$ cat config.mk
export PLATFORM = sky130hd
export DESIGN_NAME = dcache_plru
export DESIGN_NICKNAME = d
export VERILOG_FILES = /design/src/rtl/dcache_geom_pkg.sv /design/src/rtl/dcache_plru.sv
export SDC_FILE = /design/constraint.sdc
export NUM_CORES = 1
export LEC_CHECK = 0
export ABC_CLOCK_PERIOD_IN_PS = 1500
export BUFFER_PORTS_ARGS = -buffer_cell sky130_fd_sc_hd__buf_2
export CELL_PAD_IN_SITES_DETAIL_PLACEMENT = 0
export CELL_PAD_IN_SITES_GLOBAL_PLACEMENT = 1
export CORE_MARGIN = 2
export CORE_UTILIZATION = 41
export CTS_BUF_LIST = sky130_fd_sc_hd__clkbuf_16
export CTS_CLUSTER_SIZE = 16
export DETAILED_ROUTE_END_ITERATION = 8
export PLACE_DENSITY_LB_ADDON = 0.25
export SLEW_MARGIN = 20
export SYNTH_ARGS = -nofsm -noshare
export SYNTH_HDL_FRONTEND = slang
export SYNTH_SLANG_ARGS = --single-unit
$ cat constraint.sdc
create_clock -name clk -period 1.5 [get_ports clk]
set_input_delay 0.15 -clock clk [delete_from_list [all_inputs] [get_ports clk]]
set_output_delay 0.15 -clock clk [all_outputs]
set_load 0.02 [all_outputs]
$ cat src/rtl/dcache_geom_pkg.sv
package dcache_geom_pkg;

	// cache shape: 4 ways of 8 sets, 32-byte lines
	localparam int NUM_SETS = 8;
	localparam int NUM_WAYS = 4;
	localparam int LINE_BYTES = 32;
	localparam int WORDS_PER_LINE = 8;

	// byte address and data word seen by the CPU
	typedef logic [31:0] addr_t;
	typedef logic [31:0] word_t;
	typedef logic [3:0] strb_t;

	// address fields: tag 31..8, index 7..5, word 4..2
	typedef logic [23:0] tag_t;
	typedef logic [2:0] index_t;
	typedef logic [2:0] word_sel_t;

	// whole line, word 0 sits in the low bits
	typedef logic [LINE_BYTES*8-1:0] line_t;

	typedef logic [1:0] way_t;
	// tree bits: bit0 picks the pair, bit1 and bit2 pick inside a pair
	typedef logic [2:0] plru_t;

endpackage

$ cat src/rtl/dcache_plru.sv
`timescale 1ns/10ps

module dcache_plru (
	input  logic clk,
	input  logic rst,
	input  dcache_geom_pkg::index_t index,
	input  logic [dcache_geom_pkg::NUM_WAYS-1:0] valid_vec,
	input  logic touch_en,
	input  dcache_geom_pkg::way_t sel_way,
	output dcache_geom_pkg::way_t victim_way
);

	dcache_geom_pkg::plru_t plru_q [dcache_geom_pkg::NUM_SETS];
	dcache_geom_pkg::plru_t cur;

	assign cur = plru_q[index];

	// empty ways fill first, lowest number wins
	always_comb begin
		if (!valid_vec[0])
			victim_way = 2'd0;
		else if (!valid_vec[1])
			victim_way = 2'd1;
		else if (!valid_vec[2])
			victim_way = 2'd2;
		else if (!valid_vec[3])
			victim_way = 2'd3;
		else if (!cur[0])
			victim_way = cur[1] ? 2'd1 : 2'd0;
		else
			victim_way = cur[2] ? 2'd3 : 2'd2;
	end

	// point the tree away from the way just used
	always_ff @(posedge clk) begin
		if (rst) begin
			for (int s = 0; s < dcache_geom_pkg::NUM_SETS; s++)
				plru_q[s] <= '0;
		end else if (touch_en) begin
			plru_q[index][0] <= !sel_way[1];
			if (!sel_way[1])
				plru_q[index][1] <= sel_way == 2'd0;
			else
				plru_q[index][2] <= sel_way == 2'd2;
		end
	end

endmodule

==> impl_metrics.yaml <==
status:
  outcome: "complete, but fails checks"
  violations: "negative setup slack"
synth:
  yosysTopAreaCellShare_pct: 53.93
  syn_area_um2: 1336
  synth_cell_types: 22
  syn_area_per_cell_um2: 11.83
  synth-main-ff-cell: "edfxtp_1"
  synth_async_sr_flop_share_pct: 0
  syn-num-nets: 125
  yosysSeqAreaShare_pct: 53.93
  synth-seq-cells: 24
  yosys.area.top_type: "edfxtp_1"
  yosys-top-cells-count: "edfxtp_1 (24), nor2_1 (17), nand2b_1 (9), nor3_1 (8), or2_2 (8)"
  synth_area_leaders: "edfxtp_1 (54%), mux4_1 (5.9%), mux4_2 (5.1%)"
  synth-edff-count: 24
  yosys_warnings: 0
  syn-instance-count: 113
  yosysMostFrequentCell: "edfxtp_1"
global_routing:
  grt_pass1_vias: 910
  antenna_found_initial: 0
  grt-ovfl-total: 0
  grt_max_degree: 26
  grt_pass1_wl_um: 4167
  grt_usage_pct: 15.74
job:
  max-cap-violations: 0
layout:
  largest_reg_flops: 24
  top_register: "plru_q"
  fin_nets: 152
  antenna_cells: 0
  final_cells: 183
  reg_top3: "plru_q x24"
  area_delta_synth_final_pct: 26.22
  drive_gt1_share_pct: 43.88
  utilization_pct: 54.80
sta:
  hold_viol_final: 0
  final_max_slew_viol_count: 0
  period_minus_slack_ns: 2.093
  grt_setup_unrepaired: "true"
  fmax_mhz: 477.9
  fin_setup_tns_ns: -0.8331
  slew_headroom_pct: 70.75
  fin_crit_sh_pct: 139.5
  worstMarginPinSlew_ns: 0.4388
  fin_hold_ws_ns: 0.2837
  setup_ws_ns: -0.5925
  setup_viol: 2
floorplan:
  coreArea_um2: 3078
  fp.dieW_um: 61.09
  num_rows: 20
  io_pins: 14
  die_area_um2: 3732
  start_util_pct: 43.41
  die_y_um: 61.09
worst_setup_path:
  critPathCaptureType: "output port"
  crit_arrival_ns: 1.94
  criticalPathCategory: "reg2out"
  start_kind: "flop"
  cp.required_ns: 1.35
  critPathMaxFanout: 2
cts:
  htreeDepth: 1
  cts_buffers: 3
  cts_sinks: 24
  cts_tree: "yes"
  cts_hold_buf: 0
  cts_setup_buffers: 0
  root_buffer: "clkbuf_16"
  path_clk_slew_ns: 0.06
  cts_buffer_depth: 2
routing:
  routed_wirelength_um: 2608
  drcViolationCount: 0
  drt_iter0_markers: 23
  routedWlPerCell_um: 14.25
  firstDrtPassIters: 4
  vias: 937
  drtAntennaViolNets: 0
  via_per_inst: 5.120
placement:
  portBuffers: 13
  dp_cells: 179
  dpl.hpwl_um: 1994
  finalWeightedCongestion: 0.7824
pwr:
  powerDensity_nw_per_um2: 1043
  p_leak_nw: 0.6575
  ir_worst_vdd_uv: 393.3
hold_path:
  hp-class: "in2reg"
==> per-layer routing <==
layer | vias up | wire length (µm) | track usage [%]
li1 | 464 | - | -
met1 | 454 | 1299 | 21.51
met2 | 17 | 1214 | 25.53
met3 | 2 | 79 | 1.891
met4 | 0 | 14 | 6.522
met5 | - | 0 | 0
==> power breakdown <==
part,switching (mW),total (mW),internal [mW],leakage [nW]
Sequential,0.00930,0.786,0.776,0.229
Clock,0.220,0.750,0.530,0.0511
Combinational,0.107,0.224,0.117,0.377
==> area by class of cell <==
class / count / area (µm²)
Multi-Input combinational cell: 76 / 573.1
Inverter: 1 / 3.754
Sequential cell: 24 / 720.7
Fill cell: 275 / 1391
Clock inverter: 1 / 30.03
Clock buffer: 3 / 75.07
Tap cell: 44 / 55.05
Timing Repair Buffer: 34 / 229.0
==> worst max-delay path, stage by stage, from the launching register on <==
cell,delay (ns)
edfxtp_1,0.39
mux4_2,0.48
mux2i_2,0.21
mux2_4,0.34
a31oi_4,0.14
buf_6,0.14
==> cells by family (layout without fill, tap and decap cells) <==
| group | after synthesis | after routing | share of synthesized area (%) |
|---|---|---|---|
| compound gates | 11 | 11 | 6.741 |
| buf+inv | 13 | 39 | 4.307 |
| simple gates | 55 | 55 | 20.97 |
| mux | 10 | 10 | 14.04 |
| flops | 24 | 24 | 53.93 |
==> metrics by stage <==
| step | power (mW) | instance area, µm² | setup slack, ns |
|---|---|---|---|
| final | 1.759 | 1687 | -0.5925 |
| after global routing | 1.819 | 1687 | -0.6644 |
| after CTS | 1.772 | 1687 | -0.5772 |
| after detailed placement | 1.022 | 1575 | -0.3327 |
| after global placement | 1.017 | 1575 | -0.3040 |
| after floorplan | 0.9481 | 1351 | -0.1721 |
==> placed cells by master, fill, tap and decap left out <==
cell       count
a31o_2         6
a31oi_1        1
a31oi_4        1
a41o_1         2
and3b_1        1
buf_2         12
buf_4         21
buf_6          1
bufinv_16      1
clkbuf_16      3
edfxtp_1      24
inv_1          1
mux2_4         1
mux2i_1        2
mux2i_2        1
mux4_1         1
mux4_2         5
nand2_1        7
nand2b_1       9
nand3_1        2
nor2_1        17
nor2b_1        2
nor3_1         8
nor3b_2        1
o21ai_0        1
or2_2          8
==> path summary, 6_finish.rpt <==
check,cells after the start,to,start,slack [ns]
setup / recovery,5,victim_way[0],plru_q[4][0]$_SDFFCE_PN0P_,-0.59
hold / removal,2,plru_q[3][2]$_SDFFCE_PN0P_,rst,0.28
==> repair_timing <==
item | 4_1_cts | 5_1_grt
endpoints found under the setup margin | 2 | 2
cloned | 0 | 0
gates resized for setup | 2 | 0
Power figures use the tool's default switching activity.
