## src/rtl/dcache_geom_pkg.sv

```systemverilog
package dcache_geom_pkg;

	// cache shape: 4 ways of 8 sets, 32-byte lines
	localparam int NUM_SETS = 8;
	localparam int NUM_WAYS = 4;
	localparam int LINE_BYTES = 32;
	localparam int WORDS_PER_LINE = 8;

	// byte address and data word seen by the CPU
	typedef logic [31:0] addr_t;
	typedef logic [31:0] word_t;
	typedef logic [3:0] strb_t;

	// address fields: tag 31..8, index 7..5, word 4..2
	typedef logic [23:0] tag_t;
	typedef logic [2:0] index_t;
	typedef logic [2:0] word_sel_t;

	// whole line, word 0 sits in the low bits
	typedef logic [LINE_BYTES*8-1:0] line_t;

	typedef logic [1:0] way_t;
	// tree bits: bit0 picks the pair, bit1 and bit2 pick inside a pair
	typedef logic [2:0] plru_t;

endpackage

```

## src/rtl/dcache_ctrl_pkg.sv

```systemverilog
package dcache_ctrl_pkg;

	// miss handling walks WB_* only for a dirty victim
	typedef enum logic [3:0] {
		IDLE,
		LOOKUP,
		VICTIM,
		WB_REQ,
		WB_DATA,
		FILL_REQ,
		FILL_RECV,
		REFILL,
		WRITE,
		RESP
	} state_t;

	typedef logic [7:0] burst_len_t;
	// len field counts beats minus one
	localparam burst_len_t LINE_BURST_LEN = 8'd7;

	typedef logic [2:0] beat_t;

endpackage

```

## src/rtl/dcache_line_buffer.sv

```systemverilog
`timescale 1ns/10ps

module dcache_line_buffer (
	input  logic clk,
	input  logic rst,
	input  dcache_geom_pkg::word_sel_t word_sel,
	input  logic fill_shift,
	input  dcache_geom_pkg::word_t mem_rd_rsp_data,
	input  logic wb_load,
	input  logic wb_shift,
	input  dcache_geom_pkg::line_t rd_line,
	output dcache_geom_pkg::line_t fill_line,
	output dcache_geom_pkg::word_t fill_word,
	output dcache_geom_pkg::word_t wb_word,
	output logic wb_last
);

	dcache_geom_pkg::line_t wb_line;
	dcache_ctrl_pkg::beat_t beat_q;
	// set once all eight victim words have left
	logic wb_done;

	// refill beats enter at the top, so beat 0 ends up in word 0
	always_ff @(posedge clk) begin
		if (fill_shift)
			fill_line <= {mem_rd_rsp_data, fill_line[$bits(fill_line)-1:32]};
		if (wb_load)
			wb_line <= rd_line;
		else if (wb_shift)
			wb_line <= {32'b0, wb_line[$bits(wb_line)-1:32]};
	end

	always_ff @(posedge clk) begin
		if (rst || wb_load) begin
			beat_q <= '0;
			wb_done <= 1'b0;
		end else if (wb_shift) begin
			beat_q <= beat_q + 1'b1;
			wb_done <= wb_last;
		end
	end

	assign fill_word = fill_line[{word_sel, 5'b0} +: 32];
	assign wb_word = wb_line[31:0];
	assign wb_last = beat_q == dcache_ctrl_pkg::beat_t'(dcache_geom_pkg::WORDS_PER_LINE - 1);

	// the controller must leave WB_DATA on the last beat
	a_no_overrun: assert property (@(posedge clk) disable iff (rst) !(wb_shift && wb_done));

endmodule

```

## config.mk

```make
export PLATFORM = sky130hd
export DESIGN_NAME = dcache_line_buffer
export DESIGN_NICKNAME = d
export VERILOG_FILES = /design/src/rtl/dcache_geom_pkg.sv /design/src/rtl/dcache_ctrl_pkg.sv /design/src/rtl/dcache_line_buffer.sv
export SDC_FILE = /design/constraint.sdc
export NUM_CORES = 1
export LEC_CHECK = 0
export BUFFER_PORTS_ARGS = -buffer_cell sky130_fd_sc_hd__buf_4
export CAP_MARGIN = 25
export CORE_AREA = 2 2 242 244
export DETAILED_ROUTE_END_ITERATION = 12
export DIE_AREA = 0 0 244 246
export PLACE_DENSITY = 0.59
export RECOVER_POWER = 25
export SLEW_MARGIN = 20
export SYNTH_ARGS = -nofsm -noshare
export SYNTH_HDL_FRONTEND = slang
export SYNTH_SLANG_ARGS = --single-unit
```

## constraint.sdc

```tcl
create_clock -name clk -period 6.14 [get_ports clk]
set_clock_uncertainty 0.05 [all_clocks]
set_input_delay 1.228 -clock clk [delete_from_list [all_inputs] [get_ports clk]]
set_output_delay 1.228 -clock clk [all_outputs]
set_load 0.1 [all_outputs]
```

==> impl_metrics.ini <==
[grt]
grt_usage_pct = 17.4
grt_pass1_wl_microns = 76900
grt_max_degree = 160
gr-total-overflow = 0
grt_pass1_vias = 11300
antenna_found_initial = 16

[place]
numPlacedInstances = 2264
hpwl_microns = 39900
io_buffer_count = 616
gp_congestion = 0.897
place_area_sq_um = 25900

[power]
switching_share_pct = 30.1
clkPwrFrac_pct = 34.4
ir_worst_vdd_mv = 0.244
p_sw_mw = 2.90
seqPwrFrac_pct = 45.5
p_int_mw = 6.74
powerDensity_nw_per_um2 = 348
power.leakage_nw = 10.8
comb_power_share_pct = 20.1
power_mw = 9.63

[routing]
firstDrtPassIters = 5
wl_met3_microns = 4580
vias_per_cell = 4.80
route.layer.met1.wl_microns = 20700
vias = 11400
top_layer_used = met5
drc = 0
drt_iter0_drc = 657
avgRoutedWirePerCell_microns = 23.2
wirelength_microns = 55000
met2_wirelength_microns = 27400
detail-route-antenna-nets = 0

[yosys]
ys_ff_latch = 515
syn-num-nets = 1253
synth_top_area_share_pct = 74.3
syn_avg_cell_area_sq_um = 21.7
synth.yosys.seq_area_share_pct = 74.6
synth_area_leaders = edfxtp_1 (74%), mux2_2 (14%), mux4_1 (5.1%)
yosysTopAreaCell = edfxtp_1
ys_warn_count = 0
synth_cell_types = 16
netlist_instances = 955
synth_area_sq_um = 20700

[critical_path]
crit_end = fill_word[28]
rr_worst_depth = 4
worstPathArrival_ns = 3.22
regToRegEndpoint = beat_q[2]
worstPathMaxFanout = 28
end_kind = output port
critPathKind = input pin to output port
critPathLaunchType = input pin
r2r_start = beat_q[0]
worst_ep_required_time_ns = 4.86
startpoint = word_sel[0]
r2r_slack_ns = 4.94

[cts]
clock_path_buffers = 3
cts_hold_buf = 0
post_cts_resized = 0
tritoncts = built
htree_num_levels = 2
clock_latency_ns = 0.60
cts_setup_buffers = 0
cts_buffers = 54
clockRootBuffer = clkbuf_16
clk_pin_slew_worst_paths_ns = 0.06
clkSinkCount = 515

[finish]
drive_above_1_share_pct = 61.5
syn2layout_area_growth_pct = 34.0
layout.nets = 1853
stdcell_area_sq_um = 27700
fin_cells = 2374
final_core_util_pct = 48.3

[status]
status = finished, violations left
violations = capacitance limit, slew limit

[timing]
setup_viol = 0
tns_ns = 0
max_freq_mhz = 222
fin_crit_ns = 4.50
tightest_slew_ns = 3.43
slew_viol_final = 144
slew_headroom_pct = -129
finalCritPeriodShare_pct = 73.3
rsz0062_at_grt = no
hold_viol_final = 0

[die]
initial_core_util_pct = 36.1
fp.dieW_microns = 244
rows = 88
dieArea_sq_um = 60000
core-area_sq_um = 57400
io_pins = 617
die_y_microns = 246

[min_path]
hp-class = flip-flop to flip-flop

[run]
drv_cap = 1
-- Yosys cell counts (all sizes together) --
library cell  count
edfxtp          512
mux2            256
buf              70
mux4             64
and2             32
clkbuf            9
dfxtp             3
nor3              3
ha                2
mux2i             2
or2               1
xnor2             1
-- metrics by stage --
step	setup WS, ns	hold WS, ns
after floorplan	0.579	0.447
after global placement	1.68	0.408
after detailed placement	1.64	0.408
after CTS	1.63	0.422
after global routing	1.54	0.437
final	1.64	0.416
-- cell usage in the layout (no fill, tap or decap) --
cell type and instances:
and2_1 32, buf_12 4, buf_4 585, buf_8 1, bufinv_16 6, clkbuf_1 16
clkbuf_16 56, clkbuf_2 1, clkbuf_4 32, clkbuf_8 4, clkinv_1 5, clkinv_16 1
clkinv_2 6, clkinvlp_4 4, dfxtp_1 3, diode_2 11, edfxtp_1 512, ha_1 2
inv_8 1, mux2_2 256, mux2i_1 2, mux4_1 40, mux4_2 24, nor3_1 3
or2_4 1, xnor2_1 1
-- layer usage --
layer  global-route usage, %  up-vias
li1                        -     5087
met1                    20.6     5719
met4                    8.05        6
met2                    28.9      460
met3                    5.50      115
met5                       0        -
-- state kept, by name (all words and copies together), names as in the netlist --
register,flops
fill_line,256
beat_q,3
wb_line,256
-- layout make-up --
class | instances | area, sq um
clock inverter | 23 | 300
timing repair buffer | 623 | 4730
clock buffer | 76 | 1520
tap | 765 | 957
antenna | 11 | 27.5
fill | 4922 | 29600
sequential | 515 | 15400
multi-input combinational | 361 | 4750
-- cells by family (layout without fill, tap and decap cells) --
kind of cell / after synthesis / in the layout / share of synthesized area [%]
xor gates and xnor gates: 1 / 1 / 0.0423
adders and majority gates: 2 / 2 / 0.121
buffers and inverters: 79 / 722 / 2.43
DFF: 515 / 515 / 74.6
muxes: 322 / 322 / 21.7
other: 0 / 11 / 0
and+or+nand+nor: 36 / 36 / 1.07
-- critical path: stages --
cell,delay [ns]
buf_4,0.42
buf_4,0.42
mux4_1,0.61
mux2_2,0.28
buf_4,0.23
-- worst min path at each step --
stage	depth (start not counted)	end	startpoint
3_5_place_dp	0	fill_line[161]	fill_line[193]
5_1_grt	0	fill_line[29]	fill_line[61]
6_report	0	fill_line[95]	fill_line[127]
3_3_place_gp	0	fill_line[181]	fill_line[213]
4_1_cts	0	fill_line[161]	fill_line[193]
2_1_floorplan	2	beat_q[1]	beat_q[1]
-- power groups by stage --
stage          combinational (mW)  sequential (mW)  clock (mW)
2_1_floorplan               0.752             5.12           0
3_3_place_gp                 1.93             4.45           0
3_5_place_dp                 1.94             4.45           0
4_1_cts                      1.95             4.38        3.43
5_1_grt                      1.99             4.41        3.55
6_report                     1.93             4.38        3.32
No activity file was read; power rests on OpenSTA's default activity.
