## src/rtl/dcache_geom_pkg.sv

```systemverilog
package dcache_geom_pkg;

	// cache shape: 4 ways of 8 sets, 32-byte lines
	localparam int NUM_SETS = 8;
	localparam int NUM_WAYS = 4;
	localparam int LINE_BYTES = 32;
	localparam int WORDS_PER_LINE = 8;

	// byte address and data word seen by the CPU
	typedef logic [31:0] addr_t;
	typedef logic [31:0] word_t;
	typedef logic [3:0] strb_t;

	// address fields: tag 31..8, index 7..5, word 4..2
	typedef logic [23:0] tag_t;
	typedef logic [2:0] index_t;
	typedef logic [2:0] word_sel_t;

	// whole line, word 0 sits in the low bits
	typedef logic [LINE_BYTES*8-1:0] line_t;

	typedef logic [1:0] way_t;
	// tree bits: bit0 picks the pair, bit1 and bit2 pick inside a pair
	typedef logic [2:0] plru_t;

endpackage

```

## src/rtl/dcache_ctrl_pkg.sv

```systemverilog
package dcache_ctrl_pkg;

	// miss handling walks WB_* only for a dirty victim
	typedef enum logic [3:0] {
		IDLE,
		LOOKUP,
		VICTIM,
		WB_REQ,
		WB_DATA,
		FILL_REQ,
		FILL_RECV,
		REFILL,
		WRITE,
		RESP
	} state_t;

	typedef logic [7:0] burst_len_t;
	// len field counts beats minus one
	localparam burst_len_t LINE_BURST_LEN = 8'd7;

	typedef logic [2:0] beat_t;

endpackage

```

## src/rtl/dcache_ctrl.sv

```systemverilog
`timescale 1ns/10ps

module dcache_ctrl (
	input  logic clk,
	input  logic rst,
	input  logic req_valid, req_write,
	input  dcache_geom_pkg::addr_t req_addr,
	input  dcache_geom_pkg::word_t req_wdata,
	input  dcache_geom_pkg::strb_t req_wstrb,
	output logic req_ready, rsp_valid,
	output dcache_geom_pkg::word_t rsp_data,
	input  logic rsp_ready,
	output logic mem_rd_req_valid, mem_rd_rsp_ready,
	output dcache_geom_pkg::addr_t mem_rd_req_addr, mem_wr_req_addr,
	input  logic mem_rd_req_ready, mem_rd_rsp_valid, mem_rd_rsp_last,
	output logic mem_wr_req_valid, mem_wr_data_valid,
	input  logic mem_wr_req_ready, mem_wr_data_ready, mem_wr_data_last,
	// array side
	output dcache_geom_pkg::index_t index,
	output dcache_geom_pkg::tag_t tag,
	output dcache_geom_pkg::word_sel_t word_sel,
	output dcache_geom_pkg::word_t wdata,
	output dcache_geom_pkg::strb_t wstrb,
	output dcache_geom_pkg::way_t sel_way,
	output logic refill_en, write_en, touch_en, wb_load, fill_shift, wb_shift,
	input  logic hit, victim_dirty,
	input  dcache_geom_pkg::way_t hit_way, victim_way,
	input  dcache_geom_pkg::tag_t victim_tag,
	input  dcache_geom_pkg::word_t rd_word, fill_word
);

	dcache_ctrl_pkg::state_t state_q, state_d;
	dcache_geom_pkg::addr_t addr_q, wb_addr_q;
	dcache_geom_pkg::way_t way_q;
	logic write_q, lookup_en, victim_en;

	always_ff @(posedge clk) begin
		if (rst)
			state_q <= dcache_ctrl_pkg::IDLE;
		else
			state_q <= state_d;
	end

	always_comb begin
		state_d = state_q;
		case (state_q)
			dcache_ctrl_pkg::IDLE: if (req_valid) state_d = dcache_ctrl_pkg::LOOKUP;
			dcache_ctrl_pkg::LOOKUP:
				if (!hit)
					state_d = dcache_ctrl_pkg::VICTIM;
				else
					state_d = write_q ? dcache_ctrl_pkg::WRITE : dcache_ctrl_pkg::RESP;
			// clean victim is simply overwritten
			dcache_ctrl_pkg::VICTIM:
				state_d = victim_dirty ? dcache_ctrl_pkg::WB_REQ : dcache_ctrl_pkg::FILL_REQ;
			dcache_ctrl_pkg::WB_REQ: if (mem_wr_req_ready) state_d = dcache_ctrl_pkg::WB_DATA;
			dcache_ctrl_pkg::WB_DATA:
				if (mem_wr_data_ready && mem_wr_data_last)
					state_d = dcache_ctrl_pkg::FILL_REQ;
			dcache_ctrl_pkg::FILL_REQ: if (mem_rd_req_ready) state_d = dcache_ctrl_pkg::FILL_RECV;
			dcache_ctrl_pkg::FILL_RECV:
				if (mem_rd_rsp_valid && mem_rd_rsp_last)
					state_d = dcache_ctrl_pkg::REFILL;
			// a write miss merges into the fresh line afterwards
			dcache_ctrl_pkg::REFILL:
				state_d = write_q ? dcache_ctrl_pkg::WRITE : dcache_ctrl_pkg::RESP;
			dcache_ctrl_pkg::WRITE: state_d = dcache_ctrl_pkg::IDLE;
			dcache_ctrl_pkg::RESP: if (rsp_ready) state_d = dcache_ctrl_pkg::IDLE;
			default: state_d = dcache_ctrl_pkg::IDLE;
		endcase
	end

	assign lookup_en = state_q == dcache_ctrl_pkg::LOOKUP;
	assign victim_en = state_q == dcache_ctrl_pkg::VICTIM;

	// request, way and response registers
	always_ff @(posedge clk) begin
		if (req_valid && req_ready) begin
			write_q <= req_write;
			addr_q <= req_addr;
			wdata <= req_wdata;
			wstrb <= req_wstrb;
		end
		if (lookup_en)
			way_q <= hit_way;
		if (victim_en) begin
			way_q <= victim_way;
			wb_addr_q <= {victim_tag, index, 5'b0};
		end
		if (lookup_en && hit && !write_q)
			rsp_data <= rd_word;
		else if (state_q == dcache_ctrl_pkg::REFILL && !write_q)
			rsp_data <= fill_word;
	end

	assign index = addr_q[7:5];
	assign tag = addr_q[31:8];
	assign word_sel = addr_q[4:2];
	// arrays see the chosen way in the same cycle it is decided
	assign sel_way = lookup_en ? hit_way : (victim_en ? victim_way : way_q);
	assign mem_rd_req_addr = {addr_q[31:5], 5'b0};
	assign mem_wr_req_addr = wb_addr_q;

	// handshakes and array strobes follow the state directly
	assign req_ready = state_q == dcache_ctrl_pkg::IDLE;
	assign rsp_valid = state_q == dcache_ctrl_pkg::RESP;
	assign mem_wr_req_valid = state_q == dcache_ctrl_pkg::WB_REQ;
	assign mem_wr_data_valid = state_q == dcache_ctrl_pkg::WB_DATA;
	assign mem_rd_req_valid = state_q == dcache_ctrl_pkg::FILL_REQ;
	assign mem_rd_rsp_ready = state_q == dcache_ctrl_pkg::FILL_RECV;
	assign wb_load = victim_en && victim_dirty;
	assign wb_shift = mem_wr_data_valid && mem_wr_data_ready;
	assign fill_shift = mem_rd_rsp_ready && mem_rd_rsp_valid;
	assign refill_en = state_q == dcache_ctrl_pkg::REFILL;
	assign write_en = state_q == dcache_ctrl_pkg::WRITE;
	assign touch_en = write_en || (rsp_valid && rsp_ready);

	// a pending response holds its data until the CPU takes it
	a_rsp_hold: assert property (@(posedge clk) disable iff (rst)
		rsp_valid && !rsp_ready |=> rsp_valid && $stable(rsp_data));

endmodule

```

## config.mk

```make
export PLATFORM = sky130hd
export DESIGN_NAME = dcache_ctrl
export DESIGN_NICKNAME = d
export VERILOG_FILES = /design/src/rtl/dcache_geom_pkg.sv /design/src/rtl/dcache_ctrl_pkg.sv /design/src/rtl/dcache_ctrl.sv
export SDC_FILE = /design/constraint.sdc
export NUM_CORES = 1
export LEC_CHECK = 0
export BUFFER_PORTS_ARGS = -buffer_cell sky130_fd_sc_hd__buf_2
export CAP_MARGIN = 25
export CORE_AREA = 2 2 136 138
export CTS_CLUSTER_SIZE = 20
export DETAILED_ROUTE_END_ITERATION = 6
export DIE_AREA = 0 0 138 140
export GPL_TIMING_DRIVEN = 0
export MAX_ROUTING_LAYER = met4
export SYNTH_ARGS = -nofsm -noshare
export SYNTH_HDL_FRONTEND = slang
export SYNTH_SLANG_ARGS = --single-unit
```

## constraint.sdc

```tcl
create_clock -name clk -period 5.78 [get_ports clk]
set_clock_uncertainty 0.2 [all_clocks]
set_input_delay 0.578 -clock clk [delete_from_list [all_inputs] [get_ports clk]]
set_output_delay 0.578 -clock clk [all_outputs]
set_load 0.01 [all_outputs]
```

==> key figures, run 1 <==
Status
  – Status: completed

Yosys
  – Post-synth cell types: 34
  – Async set or reset register ratio after synthesis: 0%
  – Share of the yosys chip area belonging to registers: 75.5%
  – Synth area leaders: edfxtp_1 (74%), mux2_4 (8.7%), buf_4 (5.3%)
  – FF+latch count, synth: 132
  – Synth top cells by count: edfxtp_1 (128), buf_4 (37), mux2_4 (30), nor2_1 (12)
  – Synth warn: 0
  – Top cell type by total area after synthesis: edfxtp_1
  – Mean Syn Cell Area: 18.0 um^2
  – Main synth FF type: edfxtp_1
  – Syn Std Cell Area: 0.00520 mm^2
  – Synth top area share: 74.0%
  – Leading cell type by number of instances after synthesis: edfxtp_1
  – Post-synth EDFFs: ~130
  – Cells after synthesis: approximately 290

Setup path
  – Arrival @ worst endpoint: 2.04 ns
  – CP max stage delay: 0.40 ns
  – Setup CP Type: reg2out
  – CP cell instances: clkbuf_1 > buf_1 > a21oi_1 > o22ai_1 > a21oi_1 > buf_2
  – CP bufs+invs: 3
  – CP delay by family, top: buffers and inverters
  – Crit path required time: 5.00 ns
  – Worst path slowest cell: dfxtp_1
  – Critical path startpoint category: register
  – CP dominant cell by count: a21oi_1
  – Crit. End Element: primary output
  – Critical path peak fanout: 10

Power and ir drop
  – Worst VDD drop: approximately 0.00037 V
  – Leak pwr: 3.56 nW
  – PD cells: around 410 mW/mm^2

Clocking
  – TritonCTS Buffers: 17
  – Root buf cell: clkbuf_16
  – CTS tree: yes
  – Resize count post-CTS: 0
  – Clk buf depth: 2
  – H-tree level count: 4
  – CTS Sinks: about 130
  – Worst-path clk slew: roughly 0.060 ns
  – Hold buffer count at cts: 0
  – Worst-skew pair later-pin latency: 0.41 ns
  – Post-CTS Setup Bufs: 0

GRT
  – Overflow after GRT: 0
  – GR Util All Layers: 15.2%
  – Largest net degree at the start of global routing: 68
  – Vias in the first global route: 3914
  – Initial antenna violation count: 1
  – First-pass GRT wire length: 21700 um

Timing
  – Min Tclk post-route: about 2.8 ns
  – Worst Tran Pin Value: 0.926 ns
  – RSZ-0062 raised after global routing: false
  – Period Utilization, post-route: between 40% and 50%
  – Final Hold Vio Count: 0
  – Max Slew Vio Count: 0
  – Setup_tns: 0 ns
  – Fmax: about 360 MHz
  – Final setup vio count: 0
  – Relative slew slack: 38.3%

Floorplanning
  – Die ar.: a little under 0.02 mm^2
  – Total core area: 0.0178 mm^2
  – Die Wd: ~140 um
  – Die Span Y: 140 um
  – Starting Density: 29.2%
  – Top Ports: around 350
  – Row Count: 49

Job
  – Max-cap violations: 0

Drt
  – Remaining DRCs: 0
  – Via-to-Cell Ratio: ~4.2
  – TritonRoute pass-1 iters: 4
  – DR iter-0 viols: 167
  – Final wirelength: 14900 um
  – Via count: 3784
  – Routed Antenna Nets: 0
  – Wire length per cell: 16.6 um

Min path
  – Hold/Removal Path Class: in2reg

Finish
  – Final std cell area, no fill: approximately 0.008 mm^2
  – Layout cells sized above 1: 67.5%
  – Area delta synth->final: 50.9%
  – Ant. Diodes: 0
  – Final nets: 827

Placed design
  – Port bufs: 336
  – Detailed Place HPWL: 11700 um
  – Placed instance area: 0.00725 mm^2
  – GPL Wtd Cong: 0.872
## sequential cells by signal, summed over array words and instances (netlist names)
register / flops
wstrb: 4
wdata: 32
way_q: 2
write_q: 1
rsp_data: 32
addr_q: 30
state_q: 4
mem_wr_req_addr: 27
## layout make-up
class | count | area [um^2]
Fill cell | 1676 | 9940
Sequential cell | 132 | 3920
Timing Repair Buffer | 338 | 1720
Multi-Input combinational cell | 114 | 951
Clock buffer | 18 | 429
Buffer | 48 | 357
Tap cell | 229 | 287
Clock inverter | 14 | 164
Inverter | 3 | 11.3
## cell families after synthesis
| logic type | Yosys count | share of synthesized area (%) |
|---|---|---|
| mux | 35 | 9.73 |
| other cells | 1 | 0.0722 |
| buf+inv | 51 | 7.08 |
| compound gates | 23 | 2.72 |
| simple gates | 46 | 4.89 |
| flops | 132 | 75.5 |
## through the flow
stage          worst slack [ns]  hold slack (ns)  total power, mW  utilization [%]  std cells
4_1_cts                    2.96            0.112             3.25             44.1        896
6_report                   2.96            0.139             3.20             44.1        896
3_3_place_gp               1.69            0.294             2.14             40.5        862
2_1_floorplan              2.44            0.322             1.79                -        297
3_5_place_dp               3.25            0.299             2.15             40.8        864
5_1_grt                    2.73            0.114             3.34             44.1        896
## per-layer routing
metal  global-route usage, %  part of all wire, %
met2                    26.9                   53
met1                    16.6                   39
met5                       -                    0
met3                    5.13                  7.1
met4                    3.65                  1.2
## power by group
part	internal [mW]	switching [mW]	total, mW
combinational	0.342	0.439	0.781
sequential	1.28	0.0578	1.34
clock	0.648	0.434	1.08
## worst paths after layout
check / cells after the start / slack [ns] / startpoint / end
max reg2reg: 4 / 3.25 / state_q[1]$_SDFFE_PP0P_ / addr_q[31]$_DFFE_PP_
max: 6 / 2.96 / state_q[1]$_SDFFE_PP0P_ / sel_way[0]
min reg2reg: 0 / 0.31 / addr_q[6]$_DFFE_PP_ / mem_wr_req_addr[6]$_DFFE_PN_
min: 1 / 0.14 / req_wdata[7] / wdata[7]$_DFFE_PP_
## layout by cell type, fill, tap and decap left out, drive strengths merged
master    synthesis  layout
buf              43     381
edfxtp          128     128
mux2             34      34
clkbuf            5      23
nor2             12      12
inv               3      11
conb              1      10
nand2b            8       8
a21oi             8       8
nor3              7       7
nand2             5       5
o21ai             5       5
dfxtp             4       4
and2              4       4
o22ai             3       3
clkinvlp          0       3
o31ai             2       2
nor3b             2       2
bufinv            0       2
or2               1       1
nor4bb            1       1
or4b              1       1
nor4b             1       1
nor2b             1       1
and3b             1       1
a22oi             1       1
and3              1       1
mux2i             1       1
a311oi            1       1
a31o              1       1
nand3             1       1
a211oi            1       1
a41o              1       1
clkinv            0       1
Note: power is estimated with default switching activity, not from simulation.
==> inputs of run 2 (changes only) <==
Clock period 5.78 ns to 2.75 ns, I/O delays scaled along.
==> run 2 against run 1 <==
Effect of this change: critical path depth shrank 1; sequential cell count is the same; setup slack lost 2.9 ns; clock-buffer cell count is the same.
==> key figures, run 2 (same netlist as run 1, synthesis figures left out) <==
Status
  – Status: completed

Setup path
  – Reg-to-reg endpoint: state_q[0]$_SDFFE_PP0P_
  – CP Launch Point: state_q[0]$_SDFFE_PP0P_
  – R2R depth: 5
  – CP cell instances: clkbuf_1 > nor4bb_1 > a22oi_1 > and3_1 > a31o_2
  – Crit. End Element: register
  – CP bufs+invs: 1
  – CP max stage delay: 0.84 ns
  – Reg-to-Reg Start: state_q[0]$_SDFFE_PP0P_
  – Critical path startpoint category: register
  – Arrival @ worst endpoint: 2.74 ns
  – Flop2flop setup slack: 0.11 ns
  – Crit path required time: 2.85 ns
  – Setup CP Type: reg2reg
  – Critical path peak fanout: 9
  – CP delay by family, top: simple AND/OR/NAND/NOR gates
  – Worst path slowest cell: nor4bb_1

Timing
  – Fmax: 379 MHz
  – RSZ-0062 raised after global routing: true
  – Final setup vio count: 0
  – Final Hold Vio Count: 0
  – Relative slew slack: 37.1%
  – Period Utilization, post-route: around 96%
  – Hold_ws: ~0.10 ns
  – Final WS setup: 0.112 ns
  – Min Tclk post-route: 2.64 ns
  – Worst Tran Pin Value: 0.931 ns
  – Setup_tns: 0 ns
  – Max Slew Vio Count: 0

Power and ir drop
  – PD cells: 753 mW/mm^2
  – Power, Total: slightly above 7 mW
  – Leak pwr: ~4.3 nW
  – Worst VDD drop: 0.000388 V

Drt
  – Via-to-Cell Ratio: 4.26
  – DR iter-0 viols: around 180
  – Via count: 4491
  – Remaining DRCs: 0
  – Final wirelength: ~17000 um
  – Wire length per cell: between 15 and 20 um
  – TritonRoute pass-1 iters: 4
  – Routed Antenna Nets: 0

Floorplanning
  – Die Span Y: 140 um
  – Starting Density: around 29%
  – Total core area: 0.0178 mm^2
  – Die Wd: 138 um
  – Row Count: 49
  – Die ar.: between 0.015 and 0.02 mm^2
  – Top Ports: 349

Clocking
  – Clk buf depth: 2
  – CTS Sinks: 132
  – Worst-skew pair later-pin latency: slightly above 0.4 ns
  – H-tree level count: 4
  – TritonCTS Buffers: 17
  – Worst-path clk slew: 0.06 ns
  – CTS tree: yes
  – Root buf cell: clkbuf_16

Finish
  – Final nets: between 900 and 1000
  – Ant. Diodes: 0
  – Final std cell area, no fill: 0.00949 mm^2
  – Fill cell count: 1490
  – Commonest non-fill, non-tap cell in the layout: buf_2
  – Area delta synth->final: 82.7%
  – Finished Core Util: 53.4%
  – Most frequent cells in the layout: buf_2 (336), dlygate4sd3_1 (160), edfxtp_1 (128)
  – Largest regs: rsp_data (32), wdata (32), addr_q (30)
  – Layout cells sized above 1: between 50% and 60%
  – Post-Layout Cell Count: 1055

Job
  – Max-cap violations: 0

Placed design
  – Dpl ws: 0.109 ns
  – Port bufs: 336
  – GPL Wtd Cong: approximately 0.85
  – Dpl cells: 863
  – Placed instance area: around 0.0072 mm^2
  – Detailed Place HPWL: 11400 um

GRT
  – GR Util All Layers: 18.1%
  – Initial antenna violation count: 0
  – Vias in the first global route: 4911
  – Largest net degree at the start of global routing: 68
  – Overflow after GRT: 0
  – First-pass GRT wire length: between 20000 and 30000 um

Min path
  – Hold Path End: state_q[1]$_SDFFE_PP0P_
  – Hold/Removal Path Class: in2reg
  – Hold depth: 4
  – Hold path startpoint: hit
-- run 2: cell count changes in the layout (fill, tap and decap cells not counted), sizes merged --
cell,change
dlygate4sd3,+160
inv,-5
bufinv,+3
clkinv,+3
buf,-1
clkinvlp,-1
-- run 2: repair_timing --
| item | CTS | global route |
|---|---|---|
| setup buffers | 0 | 0 |
| hold buffers | 160 | 0 |
| gates resized for setup | 0 | 2 |
| setup endpoints to repair | 0 | 4 |
| endpoints found under the hold margin | 126 | 0 |
-- run 2: power breakdown --
| group | switching (mW) | internal, mW | leakage, nW |
|---|---|---|---|
| Sequential | 0.122 | 2.69 | 1.22 |
| Combinational | 0.980 | 0.864 | 2.72 |
| Clock | 0.872 | 1.62 | 0.313 |
| Total | 1.97 | 5.18 | 4.26 |
-- run 2: area by class of cell --
cell class	count	area [um^2]	share of cell area, %
plain buffers	48	357	3.76
multi-input cells	114	962	10.1
well taps	229	287	3.02
clock buffers	18	429	4.52
repair buffers	497	3300	34.7
clock inverters	14	225	2.37
inverters	3	11.3	0.119
flip-flops and latches	132	3920	41.3
-- run 2: worst reg2reg max path: stages, from the launching register on --
cell	delay, ns
dfxtp_1	0.30
clkbuf_1	0.20
nor4bb_1	0.84
a22oi_1	0.41
and3_1	0.36
a31o_2	0.22
-- run 2: worst max path at each step --
stage,endpoint,slack (ns),cells past startpoint
6_report,state_q[0]$_SDFFE_PP0P_,0.11,5
5_1_grt,way_q[1]$_DFFE_PP_,-0.0002,5
4_1_cts,way_q[0]$_DFFE_PP_,0.02,5
3_5_place_dp,state_q[0]$_SDFFE_PP0P_,0.11,5
3_3_place_gp,wdata[3]$_DFFE_PP_,-0.15,4
2_1_floorplan,addr_q[10]$_DFFE_PP_,0.12,4
-- run 2: layer usage --
layer  vias to the layer above  part of all wire, %  global-route usage, %
met1                      2095                   38                   19.4
met3                        42                  7.4                   5.37
met2                       264                   51                   30.9
met5                         -                    0                      -
li1                       2090                    -                      -
met4                         0                  3.2                   8.65
