`src/rtl/dcache_geom_pkg.sv`:
```
package dcache_geom_pkg;

	// cache shape: 4 ways of 8 sets, 32-byte lines
	localparam int NUM_SETS = 8;
	localparam int NUM_WAYS = 4;
	localparam int LINE_BYTES = 32;
	localparam int WORDS_PER_LINE = 8;

	// byte address and data word seen by the CPU
	typedef logic [31:0] addr_t;
	typedef logic [31:0] word_t;
	typedef logic [3:0] strb_t;

	// address fields: tag 31..8, index 7..5, word 4..2
	typedef logic [23:0] tag_t;
	typedef logic [2:0] index_t;
	typedef logic [2:0] word_sel_t;

	// whole line, word 0 sits in the low bits
	typedef logic [LINE_BYTES*8-1:0] line_t;

	typedef logic [1:0] way_t;
	// tree bits: bit0 picks the pair, bit1 and bit2 pick inside a pair
	typedef logic [2:0] plru_t;

endpackage

```
`src/rtl/dcache_tag_array.sv`:
```
`timescale 1ns/10ps

module dcache_tag_array (
	input  logic clk,
	input  logic rst,
	input  dcache_geom_pkg::index_t index,
	input  dcache_geom_pkg::tag_t tag,
	input  dcache_geom_pkg::way_t sel_way,
	input  dcache_geom_pkg::way_t victim_way,
	input  logic refill_en,
	input  logic write_en,
	output logic hit,
	output dcache_geom_pkg::way_t hit_way,
	output logic [dcache_geom_pkg::NUM_WAYS-1:0] valid_vec,
	output logic victim_dirty,
	output dcache_geom_pkg::tag_t victim_tag
);

	logic [dcache_geom_pkg::NUM_WAYS-1:0] valid_q [dcache_geom_pkg::NUM_SETS];
	logic [dcache_geom_pkg::NUM_WAYS-1:0] dirty_q [dcache_geom_pkg::NUM_SETS];
	dcache_geom_pkg::tag_t tag_q [dcache_geom_pkg::NUM_SETS][dcache_geom_pkg::NUM_WAYS];
	logic [dcache_geom_pkg::NUM_WAYS-1:0] hit_vec;

	// all four ways compared at once
	always_comb begin
		hit_way = '0;
		for (int w = 0; w < dcache_geom_pkg::NUM_WAYS; w++) begin
			hit_vec[w] = valid_q[index][w] && (tag_q[index][w] == tag);
			if (hit_vec[w])
				hit_way = dcache_geom_pkg::way_t'(w);
		end
	end

	assign hit = |hit_vec;
	assign valid_vec = valid_q[index];
	// only a valid line can need a write-back
	assign victim_dirty = valid_q[index][victim_way] && dirty_q[index][victim_way];
	assign victim_tag = tag_q[index][victim_way];

	always_ff @(posedge clk) begin
		if (rst) begin
			for (int s = 0; s < dcache_geom_pkg::NUM_SETS; s++) begin
				valid_q[s] <= '0;
				dirty_q[s] <= '0;
			end
		end else if (refill_en) begin
			valid_q[index][sel_way] <= 1'b1;
			dirty_q[index][sel_way] <= 1'b0;
		end else if (write_en) begin
			dirty_q[index][sel_way] <= 1'b1;
		end
	end

	always_ff @(posedge clk) begin
		if (refill_en)
			tag_q[index][sel_way] <= tag;
	end

	// a refill only ever installs a tag that missed
	a_one_hit: assert property (@(posedge clk) disable iff (rst) $onehot0(hit_vec));

endmodule

```
`config.mk`:
```
export PLATFORM = sky130hd
export DESIGN_NAME = dcache_tag_array
export DESIGN_NICKNAME = d
export VERILOG_FILES = /design/src/rtl/dcache_geom_pkg.sv /design/src/rtl/dcache_tag_array.sv
export SDC_FILE = /design/constraint.sdc
export NUM_CORES = 1
export LEC_CHECK = 0
export ABC_AREA = 1
export BUFFER_PORTS_ARGS = -buffer_cell sky130_fd_sc_hd__buf_4
export CORE_MARGIN = 3
export CORE_UTILIZATION = 30
export CTS_CLUSTER_SIZE = 25
export DETAILED_ROUTE_END_ITERATION = 10
export PLACE_DENSITY = 0.43
export SLEW_MARGIN = 10
export SYNTH_ARGS = -nofsm -noshare
export SYNTH_HDL_FRONTEND = slang
export SYNTH_SLANG_ARGS = --single-unit
```
`constraint.sdc`:
```
create_clock -name clk -period 3.2 [get_ports clk]
set_input_delay 0.64 -clock clk [delete_from_list [all_inputs] [get_ports clk]]
set_output_delay 0.64 -clock clk [all_outputs]
set_load 0.03 [all_outputs]
```
==> flow_results.org, run 1 <==
** Clocking
- Maximum root-to-sink buffer count :: 3
- Clock transition at path regs :: 60 ps
- Clock root buffer :: sky130_fd_sc_hd__clkbuf_16
- Clock latency at the later pin of the worst-skew pair :: 680 ps
- Maximum level of the CTS H-tree :: 3
- TritonCTS built the clock tree.
- Number of buffers created by CTS :: 96
- For this design, the CTS-stage hold fixing added 0 buffers.
- Clock tree sinks :: 832

** Global routing
- The number of antenna violations at the first check in global routing was 0.
- Entering global routing, the biggest net connects 62 pins.
- For this run, the total global-route usage over all layers was measured as 0.209.
- The number of global-route vias before repair came to 26600.
- Wire length of the first global-routing pass :: 193000 um
- Remaining Overflow, GRT :: 0

** Floorplan
- The core region is 123000 sq um.
- The die covers 129000 sq um.
- From bottom edge to top edge, the die measures 359 um.
- The initial utilization of the core area, before any placement, comes to 0.304.
- Row generation in the floorplan step produced 128 rows.
- Top-Level Pins :: 67
- Die boundary width :: 359 um

** Setup path
- Depth of the worst register-to-register path :: 2
- The worst register-to-register path ends at valid_q[5][2]$_DFF_P_.
- Data arrives at the worst endpoint at 2960 ps.
- R2R setup slack :: 2610 ps
- The worst setup path is captured at a primary output.
- STA classifies the critical path startpoint as an input port.
- Critical Path RT :: 2560 ps
- Of all nets on the critical path, the largest fanout is 7.
- CP Class :: in2out
- In this run the critical register-to-register path is launched from valid_q[5][2]$_DFF_P_.

** Timing
- For the pin with the worst max-slew slack, the measured transition is 1310 ps.
- Of the available clock period, the critical path in the final layout requires 1.12.
- Setup repair after global routing could not meet its margin everywhere.
- The clock arrives with 0 ps of skew.
- Relative slew slack :: 0.123
- Timing would allow up to 278 MHz.
- Setup WS post-layout :: -396 ps
- Total setup violations reported at the end of the flow :: 5
- Shortest period the worst path allows :: 3600 ps
- The final-report max-slew violation count was 0.
- The hold violation total from the final report came to 0.

** Power
- The completed layout was analyzed and its total power is 25.8 mW.
- For this design the static power due to leakage is 20.1 nW.
- Switching portion of total power :: 0.249
- Power spent charging and discharging nets :: 6.40 mW
- Of the total power, combinational logic draws 0.106.
- Power density over cell area :: 543 nW/um^2
- Internal Power :: 19.4 mW
- IR drop worst, VDD :: 0.451 mV
- Clock network fraction of design power :: 0.424
- Portion of total power attributed to sequential cells :: 0.470

** Placed design
- Global placement routability congestion :: 0.847
- Port buffering added 66 buffers.
- Timing analysis after detailed placement gives a worst setup slack of -850 ps.
- The wire-length estimate of the detail-placed layout is 87000 um.
- Post-placement cell area :: 43300 sq um

** Outcome
- Status :: finished, violations left
- The checks that failed: setup timing.

** Routing
- Post-Route WL :: 135000 um
- In this run, the number of DRC markers left after iteration 0 of detailed routing was 2336.
- After detailed routing, the number of vias per cell comes to 4.63.
- Dividing the detail-routed wire length by the instance count gives 22.5 um.
- Drc violations :: 0
- Residual antenna-violating net count after detailed routing :: 0
- For this run, the detailed router's first-pass iteration total came to 5.
- The detailed router placed 27800 vias in this run.

** Min path
- The worst hold path terminates at valid_q[3][3]$_DFF_P_.
- Hold Startpoint :: rst
- Counting instances, the worst hold path has a depth of 2.
- HP Class :: in2reg

** Logic synthesis
- Yosys top cell by area :: sky130_fd_sc_hd__edfxtp_1
- A synthesized cell averages 9.67 sq um.
- Counting flops with an async set or reset pin after synthesis yields a share of 0.
- Distinct cell type count of the synthesized netlist :: 30
- Cell count after synthesis :: 3861
- Yosys printed 0 warnings.
- Area share of the leading cell type in the synthesized netlist :: 0.644
- For this run, the register share of the synthesized area comes to 0.661.
- In the post-synthesis netlist, the biggest area contributors are sky130_fd_sc_hd__edfxtp_1 64%, sky130_fd_sc_hd__nand2_1 13%, sky130_fd_sc_hd__inv_1 5.9%, sky130_fd_sc_hd__nand3_1 4.0%, sky130_fd_sc_hd__nor2_1 3.7%.
- In the synthesized netlist the dominant register cell turns out to be sky130_fd_sc_hd__edfxtp_1.
- Counting flops with a built-in enable in the synthesized netlist gives 800.
- Synthesis inferred 832 register bits.
- After synthesis the cells add up to 37300 sq um.
- When the netlist entered floorplanning its net count stood at 3896.

** Finish
- Synthesis-to-finish area growth :: 27.1%
- Number of filler cells placed in the layout :: 12300
- Of the cells placed in the final design, the portion with a size suffix greater than 1 is 0.194.
- The number of antenna diodes in the final layout is 0.
- Highest-count cells in the layout ignoring fill and taps :: 1220 x sky130_fd_sc_hd__nand2_1, 800 x sky130_fd_sc_hd__edfxtp_1, 583 x sky130_fd_sc_hd__inv_1
- Post-Layout Inst Area :: 47400 sq um
- Most frequent standard cell in the layout excluding fill and tap cells :: sky130_fd_sc_hd__nand2_1
- Net count, final :: 4334

** Job
- The tool flagged a number of max-cap violations equal to 0.
cells in the mapped netlist, drive strengths merged, types with 2 or more instances:
cell type and count:
or2 45, clkinv 4, nand4 7, buf 113, nand2 1264, a32o 9
o21ai 172, inv 592, a22oi 3, dfxtp 32, nor2 367, o22ai 19
clkbuf 56, a221oi 2, o211ai 45, nand3 296, nor3 3, nand3b 7
edfxtp 800, a21oi 23
power by group through the flow:
stage | sequential [mW] | clock (mW) | combinational [mW]
after floorplan | 12.3 | 0 | 1.10
after global placement | 12.3 | 0 | 2.56
after detailed placement | 12.3 | 0 | 2.55
after CTS | 12.1 | 11.1 | 2.70
after global routing | 12.1 | 11.6 | 2.96
final | 12.1 | 10.9 | 2.73
registers in the layout (all words and copies together), names as in the netlist:
signal and cells:
dirty_q 32, tag_q 768, valid_q 32
final cells by class:
class	count	area [sq um]	share of cell area
clock inverter	50	479	0.0101
timing repair buffer	509	5160	0.109
multi-input combinational	2264	10200	0.216
clock buffer	129	2600	0.0548
tap	1625	2030	0.0429
sequential	832	24700	0.520
inverter	596	2260	0.0476
routing by layer:
metal	vias up	GRT usage	share of wire
met5	-	0	0
met4	0	0.0500	0.024
met3	172	0.0248	0.046
met2	705	0.338	0.46
met1	13600	0.300	0.47
li1	13400	-	-
how the worst max path moves through the flow:
stage	startpoint	endpoint	slack (ps)	cells past startpoint
2_1_floorplan	index[0]	tag_q[6][0]$_DFFE_PP_	70	7
3_3_place_gp	index[0]	hit	-860	17
3_5_place_dp	index[0]	hit	-850	17
4_1_cts	index[0]	hit	-370	18
5_1_grt	index[0]	hit_way[0]	-470	18
6_report	index[0]	hit	-400	18
stage by stage:
| stage | setup TNS (ps) | std cells | util | hold slack [ps] |
|---|---|---|---|---|
| floorplan | 0 | 3861 | - | 440 |
| global placement | -5540 | 5796 | 0.353 | 449 |
| detailed placement | -5560 | 5796 | 0.353 | 454 |
| CTS | -1320 | 6005 | 0.384 | 88.0 |
| global route | -1700 | 6005 | 0.387 | 109 |
| finish | -1290 | 6005 | 0.387 | 137 |
worst max-delay path: stages:
cell and delay [ps]:
sky130_fd_sc_hd__buf_16 130, sky130_fd_sc_hd__buf_16 150, sky130_fd_sc_hd__buf_12 120, sky130_fd_sc_hd__buf_8 120, sky130_fd_sc_hd__nand2_2 40, sky130_fd_sc_hd__nand2_1 50
sky130_fd_sc_hd__nand2_1 60, sky130_fd_sc_hd__nand2_1 60, sky130_fd_sc_hd__nand2_1 90, sky130_fd_sc_hd__nand2_2 60, sky130_fd_sc_hd__nand2_1 60, sky130_fd_sc_hd__nand4_1 410
sky130_fd_sc_hd__nor2_1 260, sky130_fd_sc_hd__nand2_2 140, sky130_fd_sc_hd__nor2_4 210, sky130_fd_sc_hd__nor2_4 60, sky130_fd_sc_hd__nand2_2 100, sky130_fd_sc_hd__buf_6 140
timing repair:
item / in CTS / in global routing
endpoints found under the hold margin: 0 / 0
setup endpoints to repair: 21 / 23
gates resized for setup: 113 / 95
pin swaps: 35 / 48
buffers inserted: 26 / 2
gates cloned: 7 / 1
logic make-up after synthesis:
family | after synthesis | synth area share
flip-flops | 832 | 0.661
AO/OA/AOI/OAI | 275 | 0.0422
AND/OR/NAND/NOR | 1989 | 0.215
buffers and inverters | 765 | 0.0823
Power figures use the tool's default switching activity.
==> inputs of run 2 (changes only) <==
CORE_MARGIN = 2   (was 3)
CTS_BUF_LIST = sky130_fd_sc_hd__clkbuf_2 sky130_fd_sc_hd__clkbuf_4 sky130_fd_sc_hd__clkbuf_8   (was default)
clock period = 3 ns   (was 3.2 ns; I/O delays follow)
==> run 2 against run 1 <==
The run still ends with setup timing left. Worst setup slack lost 87 ps. Clock power hardly changed. First-iteration DRC count shrank 8.3%. Hold slack lost 60 ps. Routed wire length rose by 2.6%. Critical path depth grew 1. Sequential cell count unchanged. Count of clock-buffer cells in the layout is 94 higher. Sequential share of layout area is 1.6 points lower. Critical endpoint unchanged. Non-clock buffer count is 54 higher. Final area grew 3.2%. Combinational power is 17% higher.
==> flow_results.org, run 2 (same netlist as run 1, synthesis figures left out) <==
** Outcome
- The run finished, with violations left.
- Failing checks :: setup timing

** Power
- For this design the static power due to leakage is 20.7 nW.
- IR drop worst, VDD :: 0.471 mV
- Power density over cell area :: 548 nW/um^2

** Timing
- Setup WS post-layout :: -482 ps
- Derived from the worst setup path, the maximum achievable clock frequency is 287 MHz.
- Sum Neg Setup Slack :: -1510 ps
- Setup violations remaining at the end of the flow were counted as 7.
- Of the available clock period, the critical path in the final layout requires 1.16.
- At the pin with the least slew margin, the transition time is 573 ps.
- Shortest period the worst path allows :: 3480 ps
- Setup repair after global routing could not meet its margin everywhere.
- Hold is met by 77.3 ps.
- Measured against its own limit, the worst slew margin works out to 0.618.
- The hold violation total from the final report was 0.
- The clock arrives with 0 ps of skew.
- Max-slew violation total from the final report :: 0

** Job
- Max-cap violations :: 0

** Routing
- Detailed Route Iter0 Violations :: 2142
- Number of vias per cell :: 4.59
- The count of nets left with antenna violations once routing finished came out at 0.
- Routed length per instance :: 22.5 um
- For this run, design rule violations remaining after detail routing come to 0.
- Length of the first detailed-routing pass in iterations :: 6
- Post-Route WL :: 139000 um
- The detailed router placed 28300 vias in this run.

** Floorplan
- Row count :: 129
- Pin placement for this block handled 67 I/O pins.
- The total area inside the core boundary comes to 124000 sq um.
- Initial standard-cell utilization of the core :: 0.302
- Die boundary width :: 357 um
- In this run the vertical extent of the chip is 357 um.
- Area enclosed by the die boundary :: 127000 sq um

** Min path
- The worst hold path belongs to the class in2reg.

** Setup path
- The worst register-to-register path has a setup slack of 2390 ps.
- Of all nets on the critical path, the largest fanout is 30.
- In this run the worst setup path begins at index[0].
- The worst register-to-register path ends at valid_q[6][1]$_DFF_P_.
- Critical path data arrival time :: 2880 ps
- Number of gates on the worst path with buffers counted :: 19
- Depth of the worst register-to-register path :: 2
- The critical path is of the in2out type.
- The number of buffers and inverters on the critical path is 6.
- The kind of cell with the highest combined delay along the critical path is simple AND/OR/NAND/NOR gates.
- In this run the critical register-to-register path is launched from valid_q[6][1]$_DFF_P_.
- The largest single stage delay on the critical path is 210 ps.
- The largest individual stage delay along the critical path comes from the cell sky130_fd_sc_hd__buf_16.
- STA classifies the critical path endpoint as a primary output.
- Critical Path RT :: 2400 ps
- Capturing element of the worst setup path :: hit
- Crit-path cells :: buf_16 -> inv_16 -> buf_16 -> buf_12 -> nand2_1 -> nand3_1 -> nand2_1 -> inv_1 -> nand2_1 -> nand2_1 -> nand2_2 -> nor2_1 -> nand2_2 -> nor2_4 -> nand2_2 -> nor2_2 -> nor2_1 -> nand2_2 -> buf_6
- Crit path launch type :: input port

** Global routing
- The number of global-route vias before repair was 27400.
- For this run the aggregate overflow at the end of global routing stands at 0.
- Met1 Resource Use GR :: 0.289
- After global routing, the most crowded layer is met2.
- Global-route met2 utilization :: 0.355
- Aggregate global-route resource usage :: 0.218
- Entering global routing, the biggest net connects 63 pins.
- The first global-routing pass estimated 196000 um of wire.
- Met3 capacity usage during global routing :: 0.0443
- Number of antenna violations at the first check in global routing :: 2

** Clocking
- Maximum root-to-sink buffer count :: 3
- The clock drives 832 sinks.
- Maximum level of the CTS H-tree :: 4
- For the worst-skew pair, the clock arrives at the later sink with an insertion delay of 870 ps.
- Clock transition at path regs :: 50 ps
- The root buffer cell chosen for the clock tree is sky130_fd_sc_hd__clkbuf_8.
- TritonCTS created 153 clock buffers.
- TritonCTS clock tree :: done

** Finish
- Number of filler cells placed in the layout :: 12400
- Largest register by flop count :: tag_q
- Most frequent standard cell in the layout excluding fill and tap cells :: sky130_fd_sc_hd__nand2_1
- After the last flow step, the layout net total stands at 4445.
- Max FFs per register :: 768
- From synthesis to final layout, the design area changed by 31.1%.
- Registers with the most flip-flops :: tag_q x768, dirty_q x32, valid_q x32
- Leaving out fill and tap cells, the most frequent cells in the layout are 1160 x sky130_fd_sc_hd__nand2_1, 800 x sky130_fd_sc_hd__edfxtp_1, 583 x sky130_fd_sc_hd__inv_1.
- Fraction of final layout cells with drive strength greater than 1 :: 0.258

** Placed design
- Global placement routability congestion :: 0.845
- Detailed placer's ending HPWL :: 89400 um
- # port buffers :: 66
-- run 2: report_power, final --
part	switching [mW]	internal (mW)
Sequential	0.0363	12.9
Combinational	1.99	1.20
Clock	4.94	5.78
-- run 2: area by class of cell --
class                           count  area [sq um]  share of cell area
Antenna cell                        1          2.50           0.0000511
Clock buffer                      223          2670              0.0545
Clock inverter                     45           274             0.00560
Inverter                          596          2250              0.0460
Multi-Input combinational cell   2264         11100               0.226
Sequential cell                   832         24700               0.504
Tap cell                         1637          2050              0.0418
Timing Repair Buffer              563          5960               0.122
-- run 2: worst register-to-register path: stages, from the launching register on --
cell,delay (ps)
sky130_fd_sc_hd__dfxtp_1,320
sky130_fd_sc_hd__inv_1,60
sky130_fd_sc_hd__o22ai_1,160
-- run 2: routing by layer --
layer | routed length, um | part of all wire | vias to the layer above
met5 | 0 | 0 | -
met4 | 3600 | 0.026 | 0
met3 | 7420 | 0.053 | 178
met2 | 65900 | 0.47 | 719
met1 | 62000 | 0.45 | 13800
li1 | - | - | 13600
-- run 2: worst min path at each step --
stage	start	endpoint	slack [ps]	cells past startpoint
detailed placement	valid_q[4][3]$_DFF_P_	valid_q[4][3]$_DFF_P_	450	2
finish	tag[21]	tag_q[4][93]$_DFFE_PP_	80	1
floorplan	valid_q[1][1]$_DFF_P_	valid_q[1][1]$_DFF_P_	440	2
global route	tag[21]	tag_q[4][93]$_DFFE_PP_	60	1
CTS	tag[21]	tag_q[4][93]$_DFFE_PP_	3	1
global placement	valid_q[5][2]$_DFF_P_	valid_q[5][2]$_DFF_P_	450	2
-- run 2: repair_timing --
action,in CTS,in global routing
pin swaps,71,127
endpoints found under the hold margin,29,0
gates cloned,7,4
endpoints found under the setup margin,28,28
hold buffers,7,0
buffers inserted,27,22
gates resized for setup,238,278
-- run 2: through the flow --
| step | instance area, sq um | power, mW | utilization | worst slack [ps] | cells |
|---|---|---|---|---|---|
| global route | 48900 | 27.8 | 0.396 | -611 | 6161 |
| floorplan | 37300 | 14.3 | - | -92.3 | 3861 |
| CTS | 47900 | 26.9 | 0.387 | -640 | 6148 |
| detailed placement | 43700 | 15.9 | 0.354 | -956 | 5849 |
| finish | 48900 | 26.8 | 0.396 | -482 | 6161 |
| global placement | 43700 | 15.9 | 0.354 | -970 | 5849 |
